$ cat src/source/interp_pkg.sv
/*
 * Shared types and constants for the FM output interpolator.
 * Sample, coefficient and accumulator widths, the fixed 8-tap low-pass
 * filter and the zero-stuffing phase order. Imported by every RTL block.
 */
`default_nettype none

package interp_pkg;

	// Audio path
	typedef logic signed [11:0] audio_t;        // Signed 12-bit sample
	localparam audio_t AUDIO_MAX = 12'sd2047;   // Clamp ceiling
	localparam audio_t AUDIO_MIN = -12'sd2048;  // Clamp floor

	// Filter arithmetic
	typedef logic signed [9:0]  coef_t;         // Signed 10-bit tap weight
	typedef logic signed [25:0] acc_t;          // 8 x (12x10) products, with headroom

	localparam int NUM_TAPS = 8;                // Filter length
	typedef logic [$clog2(NUM_TAPS)-1:0] tap_idx_t;  // Tap number, also history age

	// Symmetric low-pass taps, index is sample age (0 = newest)
	// Sum is 1024, so DC gain is 2 after the shift below,
	// which restores level lost to the two zero phases
	localparam coef_t COEFS [NUM_TAPS] = '{
		10'sd16,
		10'sd64,
		10'sd160,
		10'sd272,
		10'sd272,
		10'sd160,
		10'sd64,
		10'sd16
	};

	localparam int COEF_SHIFT = 9;              // Arithmetic shift before clamping

	// Zero-stuffing order, one phase per history write
	typedef enum logic [1:0] {
		PH_FM,      // FM stereo pair
		PH_ZERO_A,  // Inserted zero
		PH_OTHER,   // Second source pair, e.g. filtered PSG
		PH_ZERO_B   // Inserted zero
	} phase_t;

endpackage

`default_nettype wire

$ cat src/source/history_if.sv
/*
 * Link between the zero-stuffing sequencer, the history buffer and the MAC.
 * The sequencer pushes one stereo word per phase, the MAC reads back by age.
 */
`timescale 1ns/100ps
`default_nettype none

interface history_if;
	import interp_pkg::*;

	logic     wr_en;     // One-cycle write strobe, also the MAC start
	audio_t   wr_left;   // Word to store
	audio_t   wr_right;
	tap_idx_t rd_age;    // 0 = newest word
	audio_t   rd_left;   // Combinational read data
	audio_t   rd_right;

	modport writer (
		output wr_en, wr_left, wr_right
	);

	modport store (
		input  wr_en, wr_left, wr_right, rd_age,
		output rd_left, rd_right
	);

	modport reader (
		input  wr_en, rd_left, rd_right,
		output rd_age
	);

endinterface

`default_nettype wire

$ cat src/source/zero_stuff_sequencer.sv
/*
 * Phase sequencer for 4x zero-stuffing. Every CYCLES_PER_PHASE clocks it
 * writes one stereo word to the history: FM pair, zero, other pair, zero.
 */
`timescale 1ns/100ps
`default_nettype none

module zero_stuff_sequencer #(
	parameter int CYCLES_PER_PHASE = 42
) (
	input  logic              clk,
	input  logic              rst,
	input  interp_pkg::audio_t fm_left,
	input  interp_pkg::audio_t fm_right,
	input  interp_pkg::audio_t other_left,
	input  interp_pkg::audio_t other_right,
	history_if.writer         hist
);
	import interp_pkg::*;

	localparam int CNT_W = (CYCLES_PER_PHASE > 1) ? $clog2(CYCLES_PER_PHASE) : 1;
	localparam logic [CNT_W-1:0] CNT_LAST = CNT_W'(CYCLES_PER_PHASE - 1);

	logic [CNT_W-1:0] cnt;    // Clocks within the current phase
	phase_t           phase;  // Source for the next write
	logic             wrap;

	assign wrap = (cnt == CNT_LAST);  // Last clock of the phase

	// Counter, phase and strobe
	always_ff @(posedge clk) begin
		if (rst) begin
			cnt        <= '0;
			phase      <= PH_FM;
			hist.wr_en <= 1'b0;
		end else begin
			hist.wr_en <= wrap;  // Strobe lands in the cycle after the wrap
			if (wrap) begin
				cnt   <= '0;
				phase <= phase_t'(phase + 2'd1);  // Wraps back to PH_FM after PH_ZERO_B
			end else begin
				cnt <= cnt + 1'b1;
			end
		end
	end

	// Stereo word, pair captured together on the wrap clock
	always_ff @(posedge clk) begin
		if (wrap) begin
			case (phase)
				PH_FM: begin
					hist.wr_left  <= fm_left;
					hist.wr_right <= fm_right;
				end
				PH_OTHER: begin
					hist.wr_left  <= other_left;
					hist.wr_right <= other_right;
				end
				PH_ZERO_A, PH_ZERO_B: begin
					hist.wr_left  <= '0;  // Stuffed zero
					hist.wr_right <= '0;
				end
				default: begin
					hist.wr_left  <= '0;
					hist.wr_right <= '0;
				end
			endcase
		end
	end

endmodule

`default_nettype wire

$ cat src/source/history_buffer.sv
/*
 * Circular store of the last NUM_TAPS stereo words.
 * Written on the sequencer strobe, read combinationally by age so the
 * MAC only ever asks for "n writes ago".
 */
`timescale 1ns/100ps
`default_nettype none

module history_buffer (
	input  logic     clk,
	input  logic     rst,
	history_if.store hist
);
	import interp_pkg::*;

	audio_t   left_mem  [NUM_TAPS];  // Left history
	audio_t   right_mem [NUM_TAPS];  // Right history
	tap_idx_t wr_ptr;                // Next slot to fill
	tap_idx_t newest;                // Slot of the last write
	tap_idx_t rd_ptr;                // Slot for the requested age

	// Age to slot, modulo NUM_TAPS through the index width
	assign newest = wr_ptr - 1'b1;
	assign rd_ptr = newest - hist.rd_age;

	assign hist.rd_left  = left_mem[rd_ptr];
	assign hist.rd_right = right_mem[rd_ptr];

	always_ff @(posedge clk) begin
		if (rst) begin
			wr_ptr <= '0;
			for (int i = 0; i < NUM_TAPS; i++) begin
				left_mem[i]  <= '0;  // Silent history after reset
				right_mem[i] <= '0;
			end
		end else if (hist.wr_en) begin
			left_mem[wr_ptr]  <= hist.wr_left;
			right_mem[wr_ptr] <= hist.wr_right;
			wr_ptr            <= wr_ptr + 1'b1;  // Oldest word gets overwritten next
		end
	end

endmodule

`default_nettype wire

$ cat src/source/fir_mac.sv
/*
 * Tap-serial FIR for both channels. Starts on each history write, walks
 * ages 0..NUM_TAPS-1 one per clock, then shifts, clamps and registers the
 * stereo result with a one-cycle sample_out pulse.
 */
`timescale 1ns/100ps
`default_nettype none

module fir_mac #(
	parameter int CYCLES_PER_PHASE = 42
) (
	input  logic               clk,
	input  logic               rst,
	history_if.reader          hist,
	output interp_pkg::audio_t left_out,
	output interp_pkg::audio_t right_out,
	output logic               sample_out
);
	import interp_pkg::*;

	// MAC must be idle again before the next strobe
	if (CYCLES_PER_PHASE < NUM_TAPS + 4) begin : g_phase_check
		$error("CYCLES_PER_PHASE too short for %0d taps", NUM_TAPS);
	end

	tap_idx_t tap;         // Current age being summed
	logic     busy;        // Walking the taps
	logic     done;        // Sums complete, output next clock
	acc_t     acc_left;
	acc_t     acc_right;
	acc_t     prod_left;
	acc_t     prod_right;
	acc_t     shr_left;
	acc_t     shr_right;

	// Clamp a shifted sum into the audio range
	function automatic audio_t saturate(input acc_t v);
		if (v > acc_t'(AUDIO_MAX))
			return AUDIO_MAX;
		else if (v < acc_t'(AUDIO_MIN))
			return AUDIO_MIN;
		else
			return audio_t'(v);
	endfunction

	assign hist.rd_age = tap;

	// Signed products, sign extended to accumulator width
	assign prod_left  = hist.rd_left * COEFS[tap];
	assign prod_right = hist.rd_right * COEFS[tap];

	assign shr_left  = acc_left >>> COEF_SHIFT;
	assign shr_right = acc_right >>> COEF_SHIFT;

	// Tap sequencing
	always_ff @(posedge clk) begin
		if (rst) begin
			busy <= 1'b0;
			done <= 1'b0;
			tap  <= '0;
		end else begin
			done <= 1'b0;
			if (hist.wr_en) begin
				busy <= 1'b1;  // Fresh word is age 0 from next cycle
				tap  <= '0;
			end else if (busy) begin
				tap <= tap + 1'b1;
				if (tap == tap_idx_t'(NUM_TAPS - 1)) begin
					busy <= 1'b0;
					done <= 1'b1;  // Last product added this edge
				end
			end
		end
	end

	// Accumulators
	always_ff @(posedge clk) begin
		if (hist.wr_en) begin
			acc_left  <= '0;
			acc_right <= '0;
		end else if (busy) begin
			acc_left  <= acc_left + prod_left;
			acc_right <= acc_right + prod_right;
		end
	end

	// Output registers, held between pulses
	always_ff @(posedge clk) begin
		if (rst) begin
			left_out   <= '0;
			right_out  <= '0;
			sample_out <= 1'b0;
		end else begin
			sample_out <= done;
			if (done) begin
				left_out  <= saturate(shr_left);
				right_out <= saturate(shr_right);
			end
		end
	end

endmodule

`default_nettype wire

$ cat src/source/interpolator_top.sv
/*
 * FM output interpolator, raises the sample rate by four.
 * FM and a second same-rate source are interleaved with zeros and
 * low-pass filtered. One sample_out pulse per phase.
 */
`timescale 1ns/100ps
`default_nettype none

module interpolator_top #(
	parameter int CYCLES_PER_PHASE = 42  // Clocks per output sample
) (
	input  logic               clk,
	input  logic               rst,
	input  interp_pkg::audio_t fm_left,
	input  interp_pkg::audio_t fm_right,
	input  interp_pkg::audio_t other_left,   // Must already be at the FM rate
	input  interp_pkg::audio_t other_right,
	output interp_pkg::audio_t left_out,
	output interp_pkg::audio_t right_out,
	output logic               sample_out
);

	history_if hist ();  // Sequencer -> buffer -> MAC

	// Producer, stuffs zeros between the two sources
	zero_stuff_sequencer #(
		.CYCLES_PER_PHASE(CYCLES_PER_PHASE)
	) u_seq (
		.clk        (clk),
		.rst        (rst),
		.fm_left    (fm_left),
		.fm_right   (fm_right),
		.other_left (other_left),
		.other_right(other_right),
		.hist       (hist.writer)
	);

	// Last NUM_TAPS words
	history_buffer u_buf (
		.clk (clk),
		.rst (rst),
		.hist(hist.store)
	);

	// Consumer, one filtered stereo sample per write
	fir_mac #(
		.CYCLES_PER_PHASE(CYCLES_PER_PHASE)
	) u_mac (
		.clk       (clk),
		.rst       (rst),
		.hist      (hist.reader),
		.left_out  (left_out),
		.right_out (right_out),
		.sample_out(sample_out)
	);

endmodule

`default_nettype wire

$ cat config.mk
export PLATFORM = sky130hd
export DESIGN_NAME = interpolator_top
export DESIGN_NICKNAME = d
export VERILOG_FILES = /design/src/source/interp_pkg.sv /design/src/source/history_if.sv /design/src/source/zero_stuff_sequencer.sv /design/src/source/history_buffer.sv /design/src/source/fir_mac.sv /design/src/source/interpolator_top.sv
export SDC_FILE = /design/constraint.sdc
export NUM_CORES = 1
export LEC_CHECK = 0
export ABC_CLOCK_PERIOD_IN_PS = 10900
export BUFFER_PORTS_ARGS = -buffer_cell sky130_fd_sc_hd__buf_2
export CAP_MARGIN = 20
export CORE_MARGIN = 2
export CORE_UTILIZATION = 55
export CTS_CLUSTER_DIAMETER = 40
export CTS_CLUSTER_SIZE = 24
export DETAILED_ROUTE_END_ITERATION = 16
export PLACE_DENSITY = 0.72
export SYNTH_ARGS = -nofsm -noshare
export SYNTH_HDL_FRONTEND = slang
export SYNTH_HIERARCHICAL = 1
export SYNTH_SLANG_ARGS = --single-unit
$ cat constraint.sdc
create_clock -name clk -period 10.9 [get_ports clk]
set_input_delay 2.18 -clock clk [delete_from_list [all_inputs] [get_ports clk]]
set_output_delay 2.18 -clock clk [all_outputs]
set_load 0.01 [all_outputs]
Yosys cells after proc, flatten, opt, wreduce, memory -nomap -nowiden
Memories as Yosys holds them, arrays and structs flattened.
Cells that the tools add are included.
Word-level totals
  word-level logic and storage cells: 69
  RAM bits: 192
  bits in read-only memories: 80
  register bits after elaboration: 118
  memories kept: 3
Operators by class
  bitwise logic cells: 2
  order comparisons: 5
  equality and inequality tests: 5
  $mul: 2
  add/sub/neg operators: 8
  mux-type cells: 23
  reductions and logical operators: 7
Memory list
  u_buf.left_mem: words 8, width 12, rd ports 1, clocked after Yosys merged registers in 0, wr ports 8, RTL line history_buffer.sv:16  | audio_t left_mem [NUM_TAPS];
  u_buf.right_mem: words 8, width 12, rd ports 1, clocked after Yosys merged registers in 0, wr ports 8, RTL line history_buffer.sv:17  | audio_t right_mem [NUM_TAPS];
  (name not given): words 8, width 10, rd ports 1, clocked after Yosys merged registers in 0, wr ports 0, RTL line fir_mac.sv:50  | assign prod_right = hist.rd_right * COEFS[tap];
Operators by type and width (number)
  two-way mux 12 bit: 6
  case mux 12 bit (3 select lines): 2
  adder 26 x 22 -> 26 bit: 2
  multiplier 12 x 10 -> 22 bit: 2
  > comparator 17 x 12 -> 1 bit (second input constant): 2
  < comparator 17 x 12 -> 1 bit (second input constant): 2
  OR reduction 12 bit: 2
  two-way mux 10 bit: 2
  two-way mux 1 bit: 11
  adder 3 x 1 -> 3 bit (second input constant): 2
  adder 6 x 1 -> 6 bit (second input constant): 1
  == test 6 bit (second input constant): 1
  two-way mux 3 bit: 2
  OR reduction 2 bit: 3
  == test 2 bit (second input constant): 2
  >= comparator 4 bit (second input constant): 1
  inverter 3 -> 4 bit: 1
  == test 3 bit (second input constant): 1
  OR reduction 3 bit: 1
  subtractor 3 x 1 -> 3 bit (second input constant): 1
  subtractor 3 bit: 1
  adder 2 x 1 -> 2 bit (second input constant): 1
  == test 2 x 1 -> 1 bit (second input constant): 1
  logical NOT 2 bit: 1
  inverter 1 bit: 1

Depth between registers and ports, before layout
  depth in word-level cells: 6
  depth in mapped cells: 25

By module
The synthesis kept the hierarchy.
Modules (own cells, without submodules)
  fir_mac: seq. area each 1481.4 um2, cells an instance 986, instances 1, area each 9102.5 um2
  history_buffer: seq. area each 5825.6 um2, cells an instance 568, instances 1, area each 8695.8 um2
  zero_stuff_sequencer: seq. area each 900.9 um2, cells an instance 133, instances 1, area each 1462.7 um2

Least setup slack after synthesis
Ideal clock, no wire load.
  path kind: register to register
  start point: register u_mac.tap[0] (netlist: u_mac/hist.rd_age[0])
  end point: register u_mac.acc_right[21]
  arrival: 6.496 ns
  cell stages (with the launch flop): 24
  slack: 4.287 ns
  path buffers: 2
  data required time: 10.783 ns
  period minus slack after synthesis: 6.613 ns
  cell sequence: dfxtp_1 inv_1 ha_1 fa_1 buf_2 buf_1 mux4_2 mux2_2 and2_1 fa_1 inv_1 fa_1 inv_1 fa_1 fa_1 ha_1 ha_1 o21ai_1 o21ai_2 a2111oi_4 nor2_2 a311o_1 xor2_1 a22o_1
RTL lines
  from (decl): RTL line fir_mac.sv:26  | tap_idx_t tap;
  from (signal assigned): RTL line fir_mac.sv:67  | tap <= tap + 1'b1;
  subtractor 3 bit: RTL line history_buffer.sv:24  | assign rd_ptr = newest - hist.rd_age;
  memory read (8 x 12 bit)
  via hist.rd_right[4]: RTL line history_if.sv:16  | audio_t rd_right;
  multiplier 12 x 10 -> 22 bit: RTL line fir_mac.sv:50
  adder 26 x 22 -> 26 bit: RTL line fir_mac.sv:83  | acc_right <= acc_right + prod_right;
  to (signal assigned): RTL line fir_mac.sv:83
  to (decl): RTL line fir_mac.sv:30  | acc_t acc_right;
The timed path passes the listed nets, and every way through them passes these cells. The select of a mux whose other input is x is not followed.
A chain may end at the register's enable or synchronous reset.

Final worst setup path
  start point: register u_mac.tap[0] (netlist: u_mac/hist.rd_age[0])
  end point: register u_mac.acc_left[24]
RTL lines
  subtractor 3 bit: RTL line history_buffer.sv:24
  memory read (8 x 12 bit)
  via hist.rd_left[8]: RTL line history_if.sv:15  | audio_t rd_left;
  multiplier 12 x 10 -> 22 bit: RTL line fir_mac.sv:49  | assign prod_left = hist.rd_left * COEFS[tap];
  adder 26 x 22 -> 26 bit: RTL line fir_mac.sv:82  | acc_left <= acc_left + prod_left;
  to (signal assigned): RTL line fir_mac.sv:82
  to (decl): RTL line fir_mac.sv:29  | acc_t acc_left;
The timed path passes the listed nets, and every way through them passes these cells. The select of a mux whose other input is x is not followed.

==> impl_metrics.json <==
{
  "io_pins": 75,
  "synth_nets": 1983,
  "p_leak_nw": 8.74,
  "clk_pin_slew_worst_paths_ns": 0.05,
  "synth_top_area_cell": "edfxtp_1",
  "routed_wirelength_um": 39900,
  "final_cells": 2197,
  "num_rows": 68,
  "grtUsageTotal_pct": 22.9,
  "io_buffers": 74,
  "drive_gt1_share_pct": 14.7,
  "grt_overflow": 0,
  "drt-initial-drc-count": 911,
  "crit_start": "u_mac/hist.rd_age[0]",
  "rsz0062_at_grt": "false",
  "ant_nets": 0,
  "worst_pin_slew_ns": 1.03,
  "drc": 0,
  "hold_buffers": 0,
  "routedWlPerCell_um": 18.2,
  "fp.dieH_um": 191,
  "tns_ns": 0,
  "die_area_mm2": 0.0365,
  "critical_path.most_common_cell": "inv_1",
  "coreArea_mm2": 0.0345,
  "ys_seq_area_share_pct": 42.6,
  "max_freq_mhz": 143,
  "synth_edf_count": 216,
  "min_from": "u_mac/right_out[7]",
  "numCtsBuffers": 39,
  "critical_path_arrival_ns": 7.39,
  "hp-class": "reg2reg",
  "num_vias": 12597,
  "path_buf_inv": 6,
  "hold_violations": 0,
  "post-place-cells": 2121,
  "relSlewSlack_pct": 30.8,
  "nets": 2007,
  "slowest_stage": "buf_4",
  "place_congestion": 0.916,
  "status": "finished, final reports clean",
  "synth_cell_type_count": 69,
  "crit_required_ns": 11.28,
  "ys_ff_latch": 302,
  "syn2layout_area_growth_pct": 10.9,
  "timing.final.ws_setup_ns": 3.89,
  "min_period_over_period_pct": 64.3,
  "p_per_area_mw_per_mm2": 167,
  "antenna_found_initial": 1,
  "crit_type": "reg2reg",
  "cp-start-kind": "flip-flop",
  "netlist_instances": 1687,
  "path_max_fanout": 48,
  "syn_area_per_cell_um2": 11.4,
  "ir_drop_mv": 0.130,
  "grt_pass1_wl_um": 66400,
  "syn_area_mm2": 0.0193,
  "r2r-start": "u_mac/hist.rd_age[0]",
  "die_w_um": 191,
  "fillCellCount": 2752,
  "dp_hpwl_um": 26300,
  "synthArstFlopShare_pct": 0,
  "grt_pass1_vias": 12899,
  "start_util_pct": 55.8,
  "slowest_delay_ns": 0.55,
  "clk_path_buf_depth": 3,
  "htreeDepth": 2,
  "setup_viol": 0,
  "ys.flop_type": "edfxtp_1",
  "firstDrtPassIters": 5,
  "yosysWarnings": 6,
  "cp-end-kind": "flip-flop",
  "clock-sinks": 302,
  "drv_slew": 0,
  "path_cells": "inv_1 -> ha_4 -> fa_2 -> buf_4 -> mux4_2 -> mux2_2 -> and2_1 -> inv_1 -> fa_1 -> inv_1 -> fa_1 -> fa_1 -> inv_1 -> fa_1 -> inv_1 -> ha_1 -> ha_1 -> o21a_1 -> nor2_1 -> a31oi_1 -> a31oi_1 -> o41ai_1 -> mux2i_1 -> o311ai_1",
  "period_needed_ns": 7.01,
  "yosys.area.top_type_share_pct": 33.7,
  "maxCapViolations": 0,
  "grt_start_max_net_pins": 101,
  "clock_latency_ns": 0.54,
  "cts_resized": 0,
  "pre_cts_slack_ns": 3.91,
  "fin_skew_ns": 0.0283,
  "cts_setup_buffers": 0,
  "cp_top_family": "adder cells",
  "synth_area_leaders": "edfxtp_1 (34%), fa_1 (11%), dfxtp_1 (8.9%)",
  "cts_tree": "done",
  "via_per_inst": 5.73,
  "num_antenna_cells": 0,
  "root_buffer": "clkbuf_16"
}
[state kept, by name, summed over array words and instances, names as in the netlist, 2 cells and up]
| signal | flops |
|---|---|
| u_mac/right_out | 12 |
| u_mac/left_out | 12 |
| u_buf/wr_ptr | 3 |
| u_seq/hist.wr_left | 12 |
| u_seq/phase | 2 |
| u_mac/hist.rd_age | 3 |
| u_seq/cnt | 6 |
| u_buf/right_mem | 96 |
| u_buf/left_mem | 96 |
| u_mac/acc_left | 22 |
| u_mac/acc_right | 22 |
| u_seq/hist.wr_right | 12 |
[cell usage after synthesis, types with 3 or more instances]
cell type and count:
edfxtp_1 216, o211ai_1 26, nor3_1 209, fa_1 109
nand2b_1 34, o21a_1 5, nor2_1 57, inv_1 124
o21ai_0 29, o311ai_1 5, nand3b_1 5, clkinv_1 25
ha_1 137, mux4_2 48, dfxtp_1 86, clkbuf_1 83
a21oi_1 60, a211o_1 3, xnor2_1 23, nor2b_1 27
and3_1 4, nand4_1 11, nand3_1 10, xor2_1 17
or3_1 3, buf_6 3, mux2_2 26, mux2i_1 23
o21ai_1 12, o21bai_1 14, and4_1 3, a21o_1 17
buf_2 9, a31oi_1 7, o31ai_1 3, a211oi_1 11
buf_1 10, nand2_1 87, a22o_1 9, and2_1 55
o22ai_1 4
[where the power goes]
| group | internal [mW] | switching [mW] | total, mW |
|---|---|---|---|
| sequential | 1.33 | 0.101 | 1.43 |
| clock | 0.777 | 0.514 | 1.29 |
| combinational | 0.349 | 0.492 | 0.842 |
| total | 2.45 | 1.11 | 3.56 |
[routing by layer]
| layer | routed length, um | GRT usage, % |
|---|---|---|
| met1 | 17600 | 31.3 |
| met2 | 19200 | 38.4 |
| met3 | 2360 | 3.49 |
| met4 | 782 | 5.62 |
| met5 | 0 | 0 |
[final cells by class]
type / instances / area, um2 / area share [%]
clock buffer: 49 / 1050 / 4.93
clock inverter: 23 / 280 / 1.31
inverter: 149 / 559 / 2.62
multi-input combinational: 1130 / 10200 / 47.7
sequential: 302 / 8210 / 38.5
tap: 455 / 569 / 2.67
timing repair buffer: 89 / 500 / 2.34
[metrics by stage]
stage / utilization [%] / hold slack [ns] / area (um2) / total power, mW
2_1_floorplan: - / 0.433 / 19300 / 2.07
3_3_place_gp: 57.8 / 0.450 / 20000 / 2.26
3_5_place_dp: 57.8 / 0.457 / 20000 / 2.28
4_1_cts: 61.7 / 0.465 / 21300 / 3.58
5_1_grt: 61.8 / 0.474 / 21400 / 3.76
6_report: 61.8 / 0.461 / 21400 / 3.56
[layout by cell type (no fill, tap or decap), types with 8 or more instances in the layout]
cell       instances
inv_1            124
xnor2_1           23
clkinv_1          27
clkbuf_16         39
a21o_1            17
a211oi_1          11
buf_2             75
nand4_1           11
edfxtp_1         216
a22o_1             9
dfxtp_1           84
a21oi_1           60
and2_1            55
o21ai_1           12
o21ai_0           29
nand2b_1          33
o211ai_1          26
nor2b_1           27
nand2_1           86
nor2_1            57
mux4_2            48
mux2i_1           23
nand3_1           10
fa_1             108
xor2_1            17
o21bai_4           8
buf_4             11
ha_1             136
mux2_2            26
nor3_1           209
[worst register-to-register path, delay by kind of cell, from the launching register on]
family | cells | cell delay [ns]
fa+ha+maj | 8 | 3.24
compound gates | 5 | 1.15
mux | 3 | 0.96
buf+inv | 6 | 0.90
flops | 1 | 0.42
simple gates | 2 | 0.21
[cell families (layout without fill, tap and decap cells)]
group	after synthesis	count (layout)	synth area share, %
DFF	302	302	42.6
and+or+nand+nor	518	518	13.8
buffers and inverters	255	310	5.16
adders and majority gates	246	246	20.2
xor gates and xnor gates	41	41	1.94
muxes	100	100	8.52
AOI/OAI and AO/OA	225	225	7.78
[path summary, 6_finish.rpt]
kind	end	slack, ns	depth (start not counted)
worst max register to register	u_mac/acc_left[24]	3.89	24
worst max-delay path	u_mac/acc_left[24]	3.89	24
worst min register to register	u_mac/right_out[7]	0.46	2
worst min-delay path	u_mac/right_out[7]	0.46	2
Power figures use the tool's default switching activity.
